**config.mk**
```make
export PLATFORM = sky130hd
export DESIGN_NAME = muldiv_unit
export DESIGN_NICKNAME = d
export VERILOG_FILES = /design/src/hw/muldiv_pkg.sv /design/src/hw/mul_pipe.sv /design/src/hw/serial_divider.sv /design/src/hw/muldiv_unit.sv
export VERILOG_INCLUDE_DIRS = /design/src /design/src/include
export SDC_FILE = /design/constraint.sdc
export NUM_CORES = 2
export LEC_CHECK = 0
export ABC_AREA = 0
export BUFFER_PORTS_ARGS = -buffer_cell sky130_fd_sc_hd__buf_2
export CORE_ASPECT_RATIO = 1.1
export CORE_UTILIZATION = 45
export CTS_BUF_LIST = sky130_fd_sc_hd__clkbuf_4
export DETAILED_ROUTE_END_ITERATION = 8
export GPL_TIMING_DRIVEN = 0
export SLEW_MARGIN = 10
export SYNTH_ARGS = -nofsm -noshare
export SYNTH_HDL_FRONTEND = slang
export SYNTH_SLANG_ARGS = --single-unit
```
**constraint.sdc**
```tcl
create_clock -name clk_i -period 15.2 [get_ports clk_i]
set_input_delay 3.04 -clock clk_i [delete_from_list [all_inputs] [get_ports clk_i]]
set_output_delay 3.04 -clock clk_i [all_outputs]
set_load 0.02 [all_outputs]
```
**src/include/muldiv_defines.svh**
```systemverilog
`ifndef MULDIV_DEFINES_SVH
`define MULDIV_DEFINES_SVH

// operand and result width, rv32 only
`define MULDIV_XLEN 32

// width of the issue-stage transaction tag
`define MULDIV_ID_BITS 3

// multiplier latency from accept to result, in cycles
`define MULDIV_MUL_STAGES 2

`endif

```
**src/hw/muldiv_pkg.sv**
```systemverilog
`default_nettype none

`include "muldiv_defines.svh"

package muldiv_pkg;

  // one operand or one result word
  typedef logic [`MULDIV_XLEN-1:0] xlen_t;

  // tag that follows an operation from issue to writeback
  typedef logic [`MULDIV_ID_BITS-1:0] trans_id_t;

  // operations of the m extension, word forms not supported
  typedef enum logic [2:0] {
    MUL,
    MULH,
    MULHU,
    MULHSU,
    DIV,
    DIVU,
    REM,
    REMU
  } muldiv_op_e;

  // serial divider control
  typedef enum logic [2:0] {
    IDLE,
    LOAD,
    ITERATE,
    FIXUP,
    DONE
  } div_state_e;

endpackage

`default_nettype wire

```
**src/hw/mul_pipe.sv**
```systemverilog
`default_nettype none

`include "muldiv_defines.svh"

module mul_pipe (
  input  wire logic                  clk_i,
  input  wire logic                  rst_n_i,
  input  wire logic                  in_valid_i,
  input  muldiv_pkg::muldiv_op_e     op_i,
  input  muldiv_pkg::xlen_t          operand_a_i,
  input  muldiv_pkg::xlen_t          operand_b_i,
  input  muldiv_pkg::trans_id_t      trans_id_i,
  output logic                       out_valid_o,
  output muldiv_pkg::xlen_t          result_o,
  output muldiv_pkg::trans_id_t      trans_id_o
);

  localparam int unsigned XLEN = `MULDIV_XLEN;

  // per-operand sign treatment picked from the op
  logic                  a_signed;
  logic                  b_signed;

  // stage one, operands widened by one sign bit
  logic                  s1_valid_q;
  logic [XLEN:0]         s1_a_q;
  logic [XLEN:0]         s1_b_q;
  logic                  s1_high_q;
  muldiv_pkg::trans_id_t s1_id_q;

  // stage two, full double-width product
  logic [2*XLEN-1:0]     a_wide;
  logic [2*XLEN-1:0]     b_wide;
  logic                  s2_valid_q;
  logic [2*XLEN-1:0]     s2_prod_q;
  logic                  s2_high_q;
  muldiv_pkg::trans_id_t s2_id_q;

  // mulh treats both as signed, mulhsu only a
  assign a_signed = (op_i == muldiv_pkg::MULH) || (op_i == muldiv_pkg::MULHSU);
  assign b_signed = (op_i == muldiv_pkg::MULH);

  // sign extend to full width so the low 2*xlen bits of the product are exact
  assign a_wide = {{(XLEN-1){s1_a_q[XLEN]}}, s1_a_q};
  assign b_wide = {{(XLEN-1){s1_b_q[XLEN]}}, s1_b_q};

  // ------------------------------
  // valid pipeline
  // ------------------------------
  always_ff @(posedge clk_i or negedge rst_n_i) begin
    if (!rst_n_i) begin
      s1_valid_q <= 1'b0;
      s2_valid_q <= 1'b0;
    end else begin
      s1_valid_q <= in_valid_i;
      s2_valid_q <= s1_valid_q;
    end
  end

  // ------------------------------
  // payload pipeline
  // ------------------------------
  always_ff @(posedge clk_i) begin
    if (in_valid_i) begin
      s1_a_q    <= {a_signed & operand_a_i[XLEN-1], operand_a_i};
      s1_b_q    <= {b_signed & operand_b_i[XLEN-1], operand_b_i};
      // only plain mul wants the low word
      s1_high_q <= (op_i != muldiv_pkg::MUL);
      s1_id_q   <= trans_id_i;
    end
    if (s1_valid_q) begin
      s2_prod_q <= a_wide * b_wide;
      s2_high_q <= s1_high_q;
      s2_id_q   <= s1_id_q;
    end
  end

  assign out_valid_o = s2_valid_q;
  assign result_o    = s2_high_q ? s2_prod_q[2*XLEN-1:XLEN] : s2_prod_q[XLEN-1:0];
  assign trans_id_o  = s2_id_q;

  // fixed latency, in both directions
  assert property (@(posedge clk_i) disable iff (!rst_n_i)
    in_valid_i |-> ##(`MULDIV_MUL_STAGES) out_valid_o);
  assert property (@(posedge clk_i) disable iff (!rst_n_i)
    out_valid_o |-> $past(in_valid_i, `MULDIV_MUL_STAGES));

endmodule

`default_nettype wire

```
**src/hw/serial_divider.sv**
```systemverilog
`default_nettype none

`include "muldiv_defines.svh"

module serial_divider (
  input  wire logic             clk_i,
  input  wire logic             rst_n_i,
  input  wire logic             flush_i,
  input  wire logic             in_valid_i,
  input  wire logic             signed_i,
  input  wire logic             rem_i,
  input  muldiv_pkg::xlen_t     operand_a_i,
  input  muldiv_pkg::xlen_t     operand_b_i,
  input  muldiv_pkg::trans_id_t trans_id_i,
  input  wire logic             out_ready_i,
  output logic                  in_ready_o,
  output logic                  out_valid_o,
  output muldiv_pkg::xlen_t     result_o,
  output muldiv_pkg::trans_id_t trans_id_o
);

  localparam int unsigned XLEN     = `MULDIV_XLEN;
  localparam int unsigned CNT_BITS = $clog2(XLEN);

  // shift step counter
  typedef logic [CNT_BITS-1:0] step_cnt_t;

  muldiv_pkg::div_state_e state_q;
  muldiv_pkg::div_state_e state_d;
  step_cnt_t              step_q;

  // quo_q holds the dividend until it is shifted out, then the quotient
  muldiv_pkg::xlen_t      quo_q;
  muldiv_pkg::xlen_t      divisor_q;
  // partial remainder
  muldiv_pkg::xlen_t      acc_q;
  muldiv_pkg::xlen_t      res_q;
  muldiv_pkg::trans_id_t  id_q;
  logic                   signed_q;
  logic                   rem_sel_q;
  logic                   neg_quo_q;
  logic                   neg_rem_q;

  logic [XLEN:0]          acc_shift;
  logic [XLEN:0]          acc_diff;
  logic                   acc_ge;
  logic                   a_neg;
  logic                   b_neg;
  muldiv_pkg::xlen_t      quo_fix;
  muldiv_pkg::xlen_t      rem_fix;

  // one restoring step, shift in next dividend bit and trial subtract
  assign acc_shift = {acc_q, quo_q[XLEN-1]};
  assign acc_ge    = (acc_shift >= {1'b0, divisor_q});
  assign acc_diff  = acc_shift - {1'b0, divisor_q};

  // sign bits of the raw operands, only meaningful in LOAD
  assign a_neg = signed_q & quo_q[XLEN-1];
  assign b_neg = signed_q & divisor_q[XLEN-1];

  // restore signs after the unsigned core
  assign quo_fix = neg_quo_q ? -quo_q : quo_q;
  assign rem_fix = neg_rem_q ? -acc_q : acc_q;

  // ------------------------------
  // control FSM
  // ------------------------------
  always_comb begin
    state_d = state_q;
    unique case (state_q)
      muldiv_pkg::IDLE: begin
        if (in_valid_i) begin
          state_d = muldiv_pkg::LOAD;
        end
      end
      muldiv_pkg::LOAD: state_d = muldiv_pkg::ITERATE;
      muldiv_pkg::ITERATE: begin
        if (step_q == step_cnt_t'(XLEN-1)) begin
          state_d = muldiv_pkg::FIXUP;
        end
      end
      muldiv_pkg::FIXUP: state_d = muldiv_pkg::DONE;
      // result held until the output side is free
      muldiv_pkg::DONE: begin
        if (out_ready_i) begin
          state_d = muldiv_pkg::IDLE;
        end
      end
      default: state_d = muldiv_pkg::IDLE;
    endcase
    // flush drops whatever is in flight
    if (flush_i) begin
      state_d = muldiv_pkg::IDLE;
    end
  end

  always_ff @(posedge clk_i or negedge rst_n_i) begin
    if (!rst_n_i) begin
      state_q <= muldiv_pkg::IDLE;
      step_q  <= '0;
    end else begin
      state_q <= state_d;
      if (state_q == muldiv_pkg::LOAD) begin
        step_q <= '0;
      end else if (state_q == muldiv_pkg::ITERATE) begin
        step_q <= step_q + 1'b1;
      end
    end
  end

  // ------------------------------
  // datapath
  // ------------------------------
  always_ff @(posedge clk_i) begin
    case (state_q)
      muldiv_pkg::IDLE: begin
        if (in_valid_i) begin
          quo_q     <= operand_a_i;
          divisor_q <= operand_b_i;
          signed_q  <= signed_i;
          rem_sel_q <= rem_i;
          id_q      <= trans_id_i;
        end
      end
      muldiv_pkg::LOAD: begin
        // magnitudes in place, most negative value maps onto itself
        quo_q     <= a_neg ? -quo_q : quo_q;
        divisor_q <= b_neg ? -divisor_q : divisor_q;
        acc_q     <= '0;
        // divide by zero keeps the all-ones quotient unnegated
        neg_quo_q <= (a_neg ^ b_neg) & (divisor_q != '0);
        neg_rem_q <= a_neg;
      end
      muldiv_pkg::ITERATE: begin
        acc_q <= acc_ge ? acc_diff[XLEN-1:0] : acc_shift[XLEN-1:0];
        quo_q <= {quo_q[XLEN-2:0], acc_ge};
      end
      muldiv_pkg::FIXUP: begin
        res_q <= rem_sel_q ? rem_fix : quo_fix;
      end
      default: begin
      end
    endcase
  end

  assign in_ready_o  = (state_q == muldiv_pkg::IDLE);
  assign out_valid_o = (state_q == muldiv_pkg::DONE);
  assign result_o    = res_q;
  assign trans_id_o  = id_q;

  // a stalled result must not change or vanish
  assert property (@(posedge clk_i) disable iff (!rst_n_i)
    (out_valid_o && !out_ready_i && !flush_i) |=>
      (out_valid_o && $stable(result_o) && $stable(trans_id_o)));
  assert property (@(posedge clk_i) disable iff (!rst_n_i)
    !(in_ready_o && out_valid_o));

endmodule

`default_nettype wire

```
**src/hw/muldiv_unit.sv**
```systemverilog
`default_nettype none

module muldiv_unit (
  input  wire logic             clk_i,
  input  wire logic             rst_n_i,
  input  wire logic             flush_i,
  input  wire logic             valid_i,
  input  muldiv_pkg::muldiv_op_e op_i,
  input  muldiv_pkg::xlen_t     operand_a_i,
  input  muldiv_pkg::xlen_t     operand_b_i,
  input  muldiv_pkg::trans_id_t trans_id_i,
  output logic                  ready_o,
  output logic                  valid_o,
  output muldiv_pkg::xlen_t     result_o,
  output muldiv_pkg::trans_id_t trans_id_o
);

  // decode
  logic                  is_mul;
  logic                  is_div;
  logic                  mul_in_valid;
  logic                  div_in_valid;
  logic                  div_signed;
  logic                  div_rem;

  // unit results
  logic                  mul_valid;
  muldiv_pkg::xlen_t     mul_result;
  muldiv_pkg::trans_id_t mul_id;
  logic                  div_valid;
  logic                  div_out_ready;
  muldiv_pkg::xlen_t     div_result;
  muldiv_pkg::trans_id_t div_id;

  // ------------------------------
  // issue decode
  // ------------------------------
  assign is_mul = op_i inside {muldiv_pkg::MUL, muldiv_pkg::MULH,
                               muldiv_pkg::MULHU, muldiv_pkg::MULHSU};
  assign is_div = op_i inside {muldiv_pkg::DIV, muldiv_pkg::DIVU,
                               muldiv_pkg::REM, muldiv_pkg::REMU};

  // flush blocks issue to both units
  assign mul_in_valid = valid_i & ~flush_i & is_mul;
  assign div_in_valid = valid_i & ~flush_i & is_div;

  assign div_signed = op_i inside {muldiv_pkg::DIV, muldiv_pkg::REM};
  assign div_rem    = op_i inside {muldiv_pkg::REM, muldiv_pkg::REMU};

  mul_pipe i_mul_pipe (
    .clk_i       (clk_i),
    .rst_n_i     (rst_n_i),
    .in_valid_i  (mul_in_valid),
    .op_i        (op_i),
    .operand_a_i (operand_a_i),
    .operand_b_i (operand_b_i),
    .trans_id_i  (trans_id_i),
    .out_valid_o (mul_valid),
    .result_o    (mul_result),
    .trans_id_o  (mul_id)
  );

  serial_divider i_serial_divider (
    .clk_i       (clk_i),
    .rst_n_i     (rst_n_i),
    .flush_i     (flush_i),
    .in_valid_i  (div_in_valid),
    .signed_i    (div_signed),
    .rem_i       (div_rem),
    .operand_a_i (operand_a_i),
    .operand_b_i (operand_b_i),
    .trans_id_i  (trans_id_i),
    .out_ready_i (div_out_ready),
    .in_ready_o  (ready_o),
    .out_valid_o (div_valid),
    .result_o    (div_result),
    .trans_id_o  (div_id)
  );

  // ------------------------------
  // result arbitration
  // ------------------------------
  // multiplier cannot stall so it always wins, divider waits
  assign div_out_ready = ~mul_valid;
  assign valid_o       = mul_valid | div_valid;
  assign result_o      = mul_valid ? mul_result : div_result;
  assign trans_id_o    = mul_valid ? mul_id : div_id;

  assert property (@(posedge clk_i) disable iff (!rst_n_i)
    div_in_valid |-> ready_o);
  // a divider result that meets a multiplier result is still there next cycle
  assert property (@(posedge clk_i) disable iff (!rst_n_i)
    (div_valid && mul_valid && !flush_i) |=> div_valid);

endmodule

`default_nettype wire

```
After elaboration in Yosys (flattened, before gate mapping)
Index checks and enable logic that the tools add are counted.

Register bits: 283. Bits in latches: 0. RAM bits: 0. Bits in read-only memories: 0. Input bits: 74. Word-level logic and storage cells: 93. Memories: 0.

Add/subtract/negate cells: 5. Multipliers: 1. Divide/modulo/power cells: 0. Order comparisons: 1. Equal/unequal tests: 18. Shifts and indexed selects: 0. Muxes and demuxes: 21. Bitwise operators: 11. Reduce and logical (&&, ||, !) cells: 16.

Operators with widths (number): two-way mux 32 bit (10); case mux 32 bit (2 select lines) (2); negation 32 bit (3); case mux 32 bit (3 select lines) (1); multiplier 33 x 33 -> 64 bit (1); >= comparator 33 x 32 -> 1 bit (1); nonzero test 32 bit (1); subtractor 32 bit (1); == test 3 bit, second input constant (5); two-way mux 3 bit (5); case mux 3 bit (5 select lines) (1); == test 3 x 2 -> 1 bit, second input constant (4); two-way mux 5 bit (2); AND reduction 3 bit (3); bitwise AND 1 bit (8); nonzero test 2 bit (4); nonzero test 4 bit (2); == test 3 x 1 -> 1 bit, second input constant (2); logical NOT 3 bit (2); inequality test 2 x 1 -> 1 bit, second input constant (3); inequality test 3 x 2 -> 1 bit, second input constant (2); nonzero test 3 bit (2); adder 5 x 1 -> 5 bit, second input constant (1); == test 5 bit, second input constant (1); other kinds (6) (6).

Longest topological paths before layout
Word-level depth: 6. Gate-level depth with buffers: 29.

By module
Synthesis repeated with hierarchy kept, for this count alone.

Cells, all modules: 5468. Area total of the unflattened synthesis: 53583.9 um^2.

By module, submodules not included: mul_pipe (instances 1, cells each 4301, area an instance 42753.5 um^2); serial_divider (instances 1, cells each 1122, area an instance 10221.1 um^2); muldiv_unit (instances 1, cells each 45, area an instance 609.3 um^2).

Least setup slack after synthesis
Ideal clock, no wire load.

Kind: input to register. From: input port flush_i. To: register i_mul_pipe.s1_valid_q. Data arrival time: 8.216 ns. Data required time: 14.546 ns. Slack: 6.331 ns. Stages on the path: 1. Path buffers: 0. Cells stage by stage: nor3b_1.

Word-level cells in the longest chain between the ends: 3.

Ends and longest elaborated chain: start: declaration (line muldiv_unit.sv:6) `input wire logic flush_i,`; inverter 1 bit (line muldiv_unit.sv:44) `assign mul_in_valid = valid_i & ~flush_i & is_mul;`; bitwise AND 1 bit (2 in series) (line muldiv_unit.sv:44); end signal: assignment (line mul_pipe.sv:55) `s1_valid_q <= in_valid_i;`; end: declaration (line mul_pipe.sv:25) `logic s1_valid_q;`.

No other way between the ends. A chain may end at the register's enable or synchronous reset.

Worst setup path in the final report
From: register i_mul_pipe.s1_a_q[17]. To: register i_mul_pipe.s2_prod_q[63], data pin.

Word-level cells in the longest chain between the ends: 1.

Ends and longest elaborated chain: start: declaration (line mul_pipe.sv:26) `logic [XLEN:0] s1_a_q;`; start signal: assignment (line mul_pipe.sv:65) `s1_a_q <= {a_signed & operand_a_i[XLEN-1], operand_a_i};`; multiplier 33 x 33 -> 64 bit (line mul_pipe.sv:72) `s2_prod_q <= a_wide * b_wide;`; end signal: assignment (line mul_pipe.sv:72); end: declaration (line mul_pipe.sv:35) `logic [2*XLEN-1:0] s2_prod_q;`.

No other way between the ends.

==> results.yml <==
outcome:
  status: "completed"
setup_path:
  arrival_ps: 11130
  critPathCaptureType: "register"
  start_kind: "register"
  worstPathMaxFanout: 11
  crit_type: "reg2reg"
  ff2ff_path_depth: 25
  required_ps: 15680
  ff2ff_setup_slack_ps: 4550
global_route:
  grt_pass1_wl_um: 288000
  grt_use_total_pct: 34.4
  grt_remaining_overflow: 0
  grt_pass1_vias: 42019
  antenna_found_initial: 31
  grt_max_degree: 57
clock_tree:
  cts_resized: 0
  cts_tree: "yes"
  htree_levels: 3
  cts_buffer_depth: 3
  worst_setup_hold_path_clk_slew_ps: 60
  post-cts-setup-buffer-count: 0
  cts_hold_buf: 0
  clkSinkCount: 283
  cts_root_buf: "clkbuf_4"
  cts_buffers: 79
  clk_latency_ps: 830
drt:
  drc_errors: 0
  dr_total_vias: 40405
  first_pass_iters: 6
  vias_per_cell: 5.62
  ant_nets: 0
  wirelength_um: 200000
  drtIter0Drc: 3608
  wl_per_cell_um: 27.8
placement:
  gp_congestion: 1.02
  place_inst: 7025
  dp_slack_ps: 4910
  io_buffers: 110
  dp_hpwl_um: 166000
hold_path:
  hold_depth: 0
  min_path_type: "reg2reg"
sta:
  tns_ps: 0
  drv_slew: 0
  setup_ws_ps: 4550
  hold_viol: 0
  clock_skew_ps: 94.7
  period_share_pct: 70.1
  slew-limit-headroom_pct: 7.93
  worst_slew_pin_slew_ps: 1380
  setup_viol: 0
  max_freq_ghz: 0.0939
  post-route-min-period_ps: 10650
  rsz0062_at_grt: "false"
layout:
  drive_above_1_share_pct: 5.06
  stdcell_count: 7185
  syn2layout_area_growth_pct: 7.11
  nets: 7026
  layout_commonest_cell: "fa_1"
  final_cell_mix: "1125 x fa_1, 1081 x inv_1, 680 x nand2_1, 553 x and2_1, 273 x edfxtp_1"
floorplanning:
  die_area_mm2: 0.118
  die_w_um: 328
  start_util_pct: 45.4
  die_h_um: 361
  pin_count: 111
  core.rowCount: 131
  core_mm2: 0.116
synth:
  syn_area_mm2: 0.0526
  synth_flop_cell: "edfxtp_1"
  syn_nets: 6819
  ys_types: 70
  ys_warn_count: 0
  synth-seq-cells: 283
  synth_seq_area_share_pct: 16.1
  ys_async_sr_fraction_pct: 3.53
  synth_cells: 5370
  synth.avg_cell_area_um2: 9.80
  synth-edff-count: 273
run:
  drv_cap: 0
==> worst paths after layout <==
check	start	to
setup / recovery	i_mul_pipe.s1_a_q[17]	i_mul_pipe.s2_prod_q[63]
hold / removal	i_mul_pipe.s1_high_q	i_mul_pipe.s2_high_q
setup reg to reg	i_mul_pipe.s1_a_q[17]	i_mul_pipe.s2_prod_q[63]
hold reg to reg	i_mul_pipe.s1_high_q	i_mul_pipe.s2_high_q
max in group asynchronous	rst_n_i	i_serial_divider.step_q[4]
min in group asynchronous	rst_n_i	i_serial_divider.state_q[2]
==> worst max-delay path, stage by stage (launching register included) <==
cell	delay (ps)
edfxtp_1	950
clkbuf_1	930
and2_1	270
fa_1	440
fa_1	690
inv_1	110
fa_1	510
fa_1	510
inv_1	60
fa_1	590
fa_1	440
fa_1	490
inv_1	50
fa_1	620
inv_1	100
ha_1	270
clkbuf_1	230
a21oi_1	260
o21ai_0	290
a2111o_1	460
o22a_1	230
o41ai_2	700
o311ai_0	380
o211ai_1	240
o21ai_1	110
xnor2_1	400
==> sequential cells by signal, indices dropped and copies added, names as in the netlist, 5 cells and up <==
signal	count
i_mul_pipe.s1_a_q	33
i_mul_pipe.s1_b_q	33
i_mul_pipe.s2_prod_q	64
i_serial_divider.acc_q	32
i_serial_divider.divisor_q	32
i_serial_divider.quo_q	32
i_serial_divider.result_o	32
i_serial_divider.step_q	5
==> cell families after synthesis <==
kind of cell | count (synthesis) | share of synthesized area, %
fa+ha+maj | 1375 | 48.8
compound gates | 472 | 5.50
buf+inv | 1357 | 9.70
simple gates | 1599 | 15.1
mux | 65 | 1.24
flops | 283 | 16.1
xor+xnor | 219 | 3.64
==> Yosys cell counts, drive strengths merged (8+ instances only) <==
| cell | count | area share [%] |
|---|---|---|
| a211oi | 10 | 0.14 |
| a21o | 46 | 0.66 |
| a21oi | 131 | 1.2 |
| a22oi | 30 | 0.43 |
| a31oi | 8 | 0.095 |
| and2 | 553 | 6.6 |
| buf | 12 | 0.11 |
| clkbuf | 262 | 1.9 |
| dfrtp | 10 | 0.48 |
| edfxtp | 273 | 16 |
| fa | 1126 | 43 |
| ha | 249 | 5.9 |
| inv | 1082 | 7.7 |
| mux2i | 62 | 1.2 |
| nand2 | 682 | 4.9 |
| nand2b | 19 | 0.23 |
| nand3 | 22 | 0.21 |
| nand4 | 25 | 0.30 |
| nor2 | 148 | 1.1 |
| nor2b | 38 | 0.45 |
| nor3 | 31 | 0.31 |
| nor4 | 11 | 0.13 |
| o211ai | 8 | 0.11 |
| o21a | 12 | 0.17 |
| o21ai | 149 | 1.4 |
| o21bai | 11 | 0.16 |
| o31ai | 16 | 0.23 |
| o41ai | 9 | 0.16 |
| or2 | 8 | 0.095 |
| or3 | 21 | 0.26 |
| or4 | 19 | 0.30 |
| xnor2 | 147 | 2.4 |
| xor2 | 72 | 1.2 |
==> routing by layer <==
layer | vias up | global-route usage, % | routed length [um]
met5 | - | 0 | 54
met4 | 6 | 24.2 | 16700
met3 | 603 | 6.11 | 17000
met2 | 2103 | 55.3 | 94000
met1 | 20909 | 42.0 | 72200
li1 | 16784 | - | -
==> area by class of cell <==
cell class	instances	area, um2
antenna	19	47.5
buffer	274	1040
clock buffer	111	833
clock inverter	30	200
fill	11136	59700
inverter	1083	4070
multi-input combinational	3730	39100
sequential	283	8450
tap	1529	1910
timing repair buffer	126	714
==> per-stage QoR <==
stage / util [%] / hold slack [ps] / area, um2
after global placement: 47.5 / 401 / 55100
after CTS: 48.5 / 404 / 56300
final: 48.6 / 418 / 56400
after floorplan: - / 400 / 52600
after detailed placement: 47.6 / 405 / 55300
after global routing: 48.6 / 438 / 56300
Power is not shown: default switching activity piles up to over one toggle a cycle in this logic, so the estimate is an artifact.
